## src/hdl/axi_rd_settings.svh

```systemverilog
`ifndef AXI_RD_SETTINGS_SVH
`define AXI_RD_SETTINGS_SVH

// Address bus width
`define AXI_RD_ADDR_W 32

// Data bus width, also sets the AR size field
`define AXI_RD_DATA_W 32

// Burst length field, value is beats minus one
`define AXI_RD_LEN_W 8

// Read ID width
`define AXI_RD_ID_W 4

`endif

```

## src/hdl/axi_rd_pkg.sv

```systemverilog
`default_nettype none

`include "axi_rd_settings.svh"

package axi_rd_pkg;

   // Bridge control states
   typedef enum logic {
      st_addr = 1'b0,
      st_read = 1'b1
   } ctrl_state_e;

   // AXI burst type encoding
   typedef enum logic [1:0] {
      burst_fixed = 2'd0,
      burst_incr  = 2'd1,
      burst_wrap  = 2'd2
   } axi_burst_e;

   // Read address channel payload
   typedef struct packed {
      logic [`AXI_RD_ID_W-1:0]   id;
      logic [`AXI_RD_ADDR_W-1:0] addr;
      logic [`AXI_RD_LEN_W-1:0]  len;
      logic [2:0]                size;
      axi_burst_e                burst;
      logic                      lock;
      logic [3:0]                cache;
      logic [2:0]                prot;
      logic [3:0]                qos;
   } axi_ar_t;

   // Read data channel payload
   // Response and ID are not tracked by the bridge
   typedef struct packed {
      logic [`AXI_RD_DATA_W-1:0] data;
      logic                      last;
   } axi_r_t;

endpackage

`default_nettype wire

```

## src/hdl/axi_rd_ctrl.sv

```systemverilog
`timescale 1ns/1ps
`default_nettype none

module axi_rd_ctrl (
   input  logic clk,
   input  logic rst,
   input  logic s_valid,
   input  logic m_rvalid,
   input  logic final_beat,
   output logic capture,
   output logic issue,
   output logic beat,
   output logic s_ready,
   output logic m_rready,
   output logic ready
);

   axi_rd_pkg::ctrl_state_e state;
   axi_rd_pkg::ctrl_state_e state_nxt;
   logic                    in_addr;
   logic                    in_read;

   assign in_addr = (state == axi_rd_pkg::st_addr);
   assign in_read = (state == axi_rd_pkg::st_read);

   // Address phase keeps the request payload open
   assign capture = in_addr;

   // A request goes out as soon as the client asserts s_valid
   assign issue = in_addr & s_valid;

   // Data pass-through, both directions combinational
   assign s_ready  = in_read & m_rvalid;
   assign m_rready = in_read & s_valid;

   // Beat counts only when both sides are ready
   assign beat = in_read & m_rvalid & s_valid;

   // Next state
   always_comb begin
      state_nxt = state;
      case (state)
         axi_rd_pkg::st_addr: begin
            if (s_valid) begin
               state_nxt = axi_rd_pkg::st_read;
            end
         end
         axi_rd_pkg::st_read: begin
            if (final_beat) begin
               state_nxt = axi_rd_pkg::st_addr;
            end
         end
         default: begin
            state_nxt = axi_rd_pkg::st_addr;
         end
      endcase
   end

   // State and ready registers
   // ready tracks the state we are about to enter
   always_ff @(posedge clk, posedge rst) begin
      if (rst) begin
         state <= axi_rd_pkg::st_addr;
         ready <= 1'b1;
      end else begin
         state <= state_nxt;
         ready <= (state_nxt == axi_rd_pkg::st_addr);
      end
   end

endmodule

`default_nettype wire

```

## src/hdl/axi_ar_channel.sv

```systemverilog
`timescale 1ns/1ps
`default_nettype none

`include "axi_rd_settings.svh"

module axi_ar_channel (
   input  logic                      clk,
   input  logic                      rst,
   input  logic                      capture,
   input  logic                      issue,
   input  logic [`AXI_RD_ADDR_W-1:0] s_addr,
   input  logic [`AXI_RD_LEN_W-1:0]  length,
   input  logic                      m_arready,
   output axi_rd_pkg::axi_ar_t       m_ar,
   output logic                      m_arvalid,
   output logic [`AXI_RD_LEN_W-1:0]  len_q
);

   // Full-width transfers only
   localparam int unsigned ar_size = $clog2(`AXI_RD_DATA_W / 8);

   logic [`AXI_RD_ADDR_W-1:0] addr_q;
   logic                      arvalid_q;

   // Sample request fields through the whole address phase
   always_ff @(posedge clk) begin
      if (capture) begin
         addr_q <= s_addr;
         len_q  <= length;
      end
   end

   // Live fields in the issue cycle, registered copy afterwards
   always_comb begin
      m_ar       = '0;
      m_ar.id    = '0;
      m_ar.addr  = capture ? s_addr : addr_q;
      m_ar.len   = capture ? length : len_q;
      m_ar.size  = 3'(ar_size);
      m_ar.burst = axi_rd_pkg::burst_incr;
      m_ar.lock  = 1'b0;
      m_ar.cache = 4'd2;
      m_ar.prot  = 3'd2;
      m_ar.qos   = 4'd0;
   end

   // Hold valid until the slave takes the address
   always_ff @(posedge clk, posedge rst) begin
      if (rst) begin
         arvalid_q <= 1'b0;
      end else if (issue) begin
         arvalid_q <= ~m_arready;
      end else if (m_arready) begin
         arvalid_q <= 1'b0;
      end
   end

   // First cycle comes straight from issue
   assign m_arvalid = issue | arvalid_q;

endmodule

`default_nettype wire

```

## src/hdl/axi_rd_beat_tracker.sv

```systemverilog
`timescale 1ns/1ps
`default_nettype none

`include "axi_rd_settings.svh"

module axi_rd_beat_tracker (
   input  logic                     clk,
   input  logic                     rst,
   input  logic                     issue,
   input  logic                     beat,
   input  logic [`AXI_RD_LEN_W-1:0] len_q,
   input  logic                     rlast,
   output logic                     final_beat,
   output logic                     error
);

   logic [`AXI_RD_LEN_W-1:0] count;

   // Beats accepted so far in the current burst
   always_ff @(posedge clk, posedge rst) begin
      if (rst) begin
         count <= '0;
      end else if (issue) begin
         count <= '0;
      end else if (beat) begin
         count <= count + 1'b1;
      end
   end

   // Length field is beats minus one, so compare before increment
   assign final_beat = beat & (count == len_q);

   // Early or missing rlast both show up on the last counted beat
   always_ff @(posedge clk, posedge rst) begin
      if (rst) begin
         error <= 1'b0;
      end else if (final_beat) begin
         error <= ~rlast;
      end
   end

endmodule

`default_nettype wire

```

## src/hdl/axi_rd_bridge.sv

```systemverilog
`timescale 1ns/1ps
`default_nettype none

`include "axi_rd_settings.svh"

module axi_rd_bridge (
   input  logic                      clk,
   input  logic                      rst,
   // Native client port
   input  logic [`AXI_RD_LEN_W-1:0]  length,
   input  logic                      s_valid,
   input  logic [`AXI_RD_ADDR_W-1:0] s_addr,
   output logic                      ready,
   output logic                      error,
   output logic [`AXI_RD_DATA_W-1:0] s_rdata,
   output logic                      s_ready,
   // AXI4 master read port
   output axi_rd_pkg::axi_ar_t       m_ar,
   output logic                      m_arvalid,
   input  logic                      m_arready,
   input  axi_rd_pkg::axi_r_t        m_r,
   input  logic                      m_rvalid,
   output logic                      m_rready
);

   logic                     capture;
   logic                     issue;
   logic                     beat;
   logic                     final_beat;
   logic [`AXI_RD_LEN_W-1:0] len_q;

   // Read data goes to the client untouched
   assign s_rdata = m_r.data;

   axi_rd_ctrl i_axi_rd_ctrl (
      .clk        (clk),
      .rst        (rst),
      .s_valid    (s_valid),
      .m_rvalid   (m_rvalid),
      .final_beat (final_beat),
      .capture    (capture),
      .issue      (issue),
      .beat       (beat),
      .s_ready    (s_ready),
      .m_rready   (m_rready),
      .ready      (ready)
   );

   axi_ar_channel i_axi_ar_channel (
      .clk       (clk),
      .rst       (rst),
      .capture   (capture),
      .issue     (issue),
      .s_addr    (s_addr),
      .length    (length),
      .m_arready (m_arready),
      .m_ar      (m_ar),
      .m_arvalid (m_arvalid),
      .len_q     (len_q)
   );

   axi_rd_beat_tracker i_axi_rd_beat_tracker (
      .clk        (clk),
      .rst        (rst),
      .issue      (issue),
      .beat       (beat),
      .len_q      (len_q),
      .rlast      (m_r.last),
      .final_beat (final_beat),
      .error      (error)
   );

endmodule

`default_nettype wire

```

## config.mk

```make
export PLATFORM = sky130hd
export DESIGN_NAME = axi_rd_bridge
export DESIGN_NICKNAME = d
export VERILOG_FILES = /design/src/hdl/axi_rd_pkg.sv /design/src/hdl/axi_rd_ctrl.sv /design/src/hdl/axi_ar_channel.sv /design/src/hdl/axi_rd_beat_tracker.sv /design/src/hdl/axi_rd_bridge.sv
export VERILOG_INCLUDE_DIRS = /design/src /design/src/hdl
export SDC_FILE = /design/constraint.sdc
export NUM_CORES = 1
export LEC_CHECK = 0
export BUFFER_PORTS_ARGS = -buffer_cell sky130_fd_sc_hd__buf_2
export CAP_MARGIN = 10
export CORE_ASPECT_RATIO = 0.9
export CORE_MARGIN = 2
export CORE_UTILIZATION = 37
export CTS_BUF_LIST = sky130_fd_sc_hd__clkbuf_8
export DETAILED_ROUTE_END_ITERATION = 10
export PLACE_DENSITY = 0.78
export SLEW_MARGIN = 20
export SYNTH_ARGS = -nofsm -noshare
export SYNTH_HDL_FRONTEND = slang
export SYNTH_SLANG_ARGS = --single-unit
export TNS_END_PERCENT = 30
```

## constraint.sdc

```tcl
create_clock -name clk -period 1.1 [get_ports clk]
set_input_delay 0 -clock clk [delete_from_list [all_inputs] [get_ports clk]]
set_output_delay 0 -clock clk [all_outputs]
set_load 0.02 [all_outputs]
```

==> reports/results.ini <==
[drt]
routed_wirelength_microns = 5880
remaining_drc_errors = 0
total_iterations_of_the_first_detailed_routing_run = 4
route.detailed.wl_per_inst_microns = 14.2
viasPerCell = 4.27
detailroute.via_count = 1771
detail_route.iter0.violations = 88
drt.antenna.violating_nets = 0

[status]
violated_checks = setup timing
run_status = complete, but fails checks

[clock_network]
tritoncts = built
cts.clk_slew.worst_paths_ns = 0.10
ctsLongestPathBuffers = 2
clock_tree.htree_level_count = 2
root_buffer = sky130_fd_sc_hd__clkbuf_8
worstSkewPairLatency_ns = 0.31
clkSinkCount = 52
cts_made_buffers = 5

[die]
fp.dieArea_sq_um = 6990
core_sq_um = 6110
initial_utilization_pct = 38.3
io_pins = 176
placement_rows = 27
height_of_the_chip_microns = 79.5
die_width_microns = 87.9

[synth]
synth-seq-cells = 52
main_synth_ff_type = sky130_fd_sc_hd__dfxtp_1
synth.avg_cell_area_sq_um = 11.5
synthXorXnorAreaFrac_pct = 3.36
ys_warn_count = 0
post_synth_mux_area_share_pct = 20.5
post-synth-top-area-cell = sky130_fd_sc_hd__dfxtp_1
synth_top_family_by_area = multiplexers
synth_enable_flop_cells = 0
syn_area_sq_um = 2340
synth_async_sr_flop_share_pct = 23.1
synth_compound_gate_area_share_pct = 1.76
synth_top_cells_by_area = sky130_fd_sc_hd__dfxtp_1 34%, sky130_fd_sc_hd__mux2_2 19%, sky130_fd_sc_hd__buf_4 17%
syn-instance-count = 204
yosys.cell_types.count = 33
synth-adder-area-share_pct = 0.534
synth_simple_gate_area_share_pct = 7.69
synth_seq_area_share_pct = 47.0
post-synth-top-area-fraction_pct = 34.2

[finish]
final_util_pct = 56.6
flow.area_growth_from_synthesis_pct = 47.6
layout-drive-gt1-share_pct = 52.4
layout.filler_cells = 509
final_cell_count_no_fill = 415
final_nets = 406
antenna_diode_instance_count = 0

[power]
power.internal_uw = 4510
p_clk_share_pct = 19.1
netSwitchingPower_uw = 2500
power.static_leakage_uw = 0.00166
share_seq_of_total_power_pct = 39.9
combPwrFrac_pct = 41.0
power_density_nw_per_um2 = 2030
worst_ir_drop_vdd_uv = 1280
p_sw_share_pct = 35.6

[sta]
drv_slew = 0
slew_headroom_pct = 65.8
worst_clock_skew_ns = 0.00784
fmax_ghz = 0.659
postLayoutSetupSlackWorst_ns = -0.417
finalSetupViolations = 95
final.setup.tns_ns = -21.07
rsz0062_at_grt = yes
final.period_utilization_pct = 138
timing.final.hold_violations = 0
worst_max_slew_pin_slew_ns = 0.512
post-route-min-period_ns = 1.52

[global_route]
global_router_s_overall_resource_usage_pct = 16.2
grt_first_pass_wirelength_microns = 8690
grt_antenna_before_repair = 0
global_route.overflow_total = 0
grt_start_max_net_pins = 25
first_global_vias = 1876

[critical_path]
crit_arrival_ns = 1.52
crit_required_ns = 1.10
critPathCaptureType = output port
cp.buffers_inverters = 3
critPathMaxStageDelay_ns = 0.41
timing.critical_path.fanout_max = 12
worst_path_most_repeated_cell = sky130_fd_sc_hd__buf_4
worst_setup_path_start_kind = register
setup.worst_path.class = register to output port
critical-path-top-delay-family = buffers and inverters
crit_path_cell_trace = buf_4 -> buf_12 -> mux2_2 -> buf_4
worst_path_max_delay_cell = sky130_fd_sc_hd__dfrtp_2

[placed_design]
total_instance_count_after_detailed_placement = 354
routabilityCongestion = 0.862
io_port_bufs = 90
dp_hpwl_microns = 3420

[flow_run]
max_cap_violations = 0

[hold_path]
min_path_type = input pin to output port

-- repair_timing --
action | in CTS | in global routing
endpoints found under the setup margin | 91 | 92
setup buffers | 1 | 5
pin swaps | 3 | 4
hold endpoints to repair | 54 | 0
cloned | 0 | 3
resized for setup | 13 | 25
hold buffers | 44 | 0
-- power by group through the flow --
| stage | Clock, uW | Combinational (uW) | Sequential [uW] |
|---|---|---|---|
| CTS | 1370 | 2730 | 2790 |
| finish | 1340 | 2870 | 2800 |
| floorplan | 0 | 1990 | 2750 |
| global placement | 0 | 2490 | 2790 |
| detailed placement | 0 | 2530 | 2830 |
| global route | 1470 | 3050 | 2860 |
-- cells in the final DEF, fill, tap and decap left out, types with 2 or more instances in the layout --
master	count
sky130_fd_sc_hd__buf_2	78
sky130_fd_sc_hd__dlygate4sd3_1	44
sky130_fd_sc_hd__dfxtp_1	40
sky130_fd_sc_hd__mux2_2	36
sky130_fd_sc_hd__conb_1	21
sky130_fd_sc_hd__buf_4	21
sky130_fd_sc_hd__dfrtp_1	9
sky130_fd_sc_hd__xnor2_1	8
sky130_fd_sc_hd__buf_6	7
sky130_fd_sc_hd__nand2_1	6
sky130_fd_sc_hd__clkbuf_8	5
sky130_fd_sc_hd__inv_1	4
sky130_fd_sc_hd__nand4_1	4
sky130_fd_sc_hd__mux2_4	4
sky130_fd_sc_hd__nand3_1	3
sky130_fd_sc_hd__nor2_1	3
sky130_fd_sc_hd__mux2i_1	3
sky130_fd_sc_hd__inv_6	2
sky130_fd_sc_hd__a21oi_1	2
sky130_fd_sc_hd__nor3_4	2
sky130_fd_sc_hd__clkbuf_16	2
sky130_fd_sc_hd__dfrtp_2	2
sky130_fd_sc_hd__buf_12	2
-- cells in the mapped netlist (3+ instances only) --
| library cell | number |
|---|---|
| sky130_fd_sc_hd__dfrtp_1 | 11 |
| sky130_fd_sc_hd__dfxtp_1 | 40 |
| sky130_fd_sc_hd__buf_2 | 4 |
| sky130_fd_sc_hd__mux2i_1 | 3 |
| sky130_fd_sc_hd__buf_4 | 54 |
| sky130_fd_sc_hd__xnor2_1 | 8 |
| sky130_fd_sc_hd__mux2_2 | 40 |
| sky130_fd_sc_hd__nand3_1 | 3 |
| sky130_fd_sc_hd__inv_1 | 4 |
| sky130_fd_sc_hd__nor2_1 | 3 |
| sky130_fd_sc_hd__nand2_1 | 7 |
| sky130_fd_sc_hd__nand4_1 | 4 |
-- layout make-up --
| type | count | area [sq um] | area share (%) |
|---|---|---|---|
| Clock buffer | 5 | 68.8 | 1.99 |
| Clock inverter | 3 | 42.5 | 1.23 |
| Inverter | 4 | 20.0 | 0.579 |
| Multi-Input combinational cell | 109 | 941 | 27.2 |
| Sequential cell | 52 | 1100 | 31.9 |
| Tap cell | 87 | 109 | 3.15 |
| Timing Repair Buffer | 155 | 1170 | 33.9 |
-- layer usage --
metal,track usage (%),up-vias,wire length [microns]
li1,-,849,-
met1,17.2,823,2230
met2,28.6,80,3080
met3,5.79,19,449
met4,7.23,0,123
met5,0,-,0
-- cells by family (layout without fill, tap and decap cells) --
group,count (synthesis),count (layout)
XOR/XNOR,9,9
other,2,21
adder cells (fa/ha/maj),1,1
flip-flops,52,52
AO/OA/AOI/OAI,7,7
multiplexers,43,43
AND/OR/NAND/NOR,28,28
buffers and inverters,62,167
-- registers in the layout, indices dropped and copies added, names as in the netlist --
name	flops
i_axi_ar_channel.addr_q	32
i_axi_rd_beat_tracker.error	1
i_axi_ar_channel.arvalid_q	1
i_axi_rd_beat_tracker.count	8
i_axi_rd_ctrl.in_read	1
i_axi_rd_ctrl.ready	1
i_axi_ar_channel.len_q	8
-- worst paths after layout --
check / slack [ns] / startpoint / end / cells past startpoint
worst max-delay path: -0.42 / i_axi_rd_ctrl.in_read$_DFF_PP0_ / m_ar[28] / 4
worst min-delay path: 0.000007 / m_r[22] / s_rdata[21] / 0
worst max register to register: -0.38 / i_axi_rd_ctrl.in_read$_DFF_PP0_ / i_axi_rd_beat_tracker.count[6]$_DFFE_PP0P_ / 7
worst min register to register: 0.48 / i_axi_ar_channel.addr_q[1]$_DFF_P_ / i_axi_ar_channel.addr_q[1]$_DFF_P_ / 1
max in group asynchronous: 0.48 / rst / i_axi_rd_beat_tracker.count[0]$_DFFE_PP0P_ / 3
min in group asynchronous: 0.25 / rst / i_axi_rd_beat_tracker.error$_DFFE_PP0P_ / 3
-- metrics by stage --
| stage | total power [uW] | setup WS (ns) | cell area (sq um) | hold slack [ns] |
|---|---|---|---|---|
| floorplan | 4740 | -0.0647 | 2450 | -0.136 |
| global placement | 5280 | -0.115 | 2670 | 0.000137 |
| detailed placement | 5370 | -0.189 | 2670 | 0.000137 |
| CTS | 6900 | -0.402 | 3270 | 0.000137 |
| global route | 7380 | -0.453 | 3460 | 0.0000293 |
| finish | 7010 | -0.417 | 3460 | 0.00000709 |
Power figures use the tool's default switching activity.
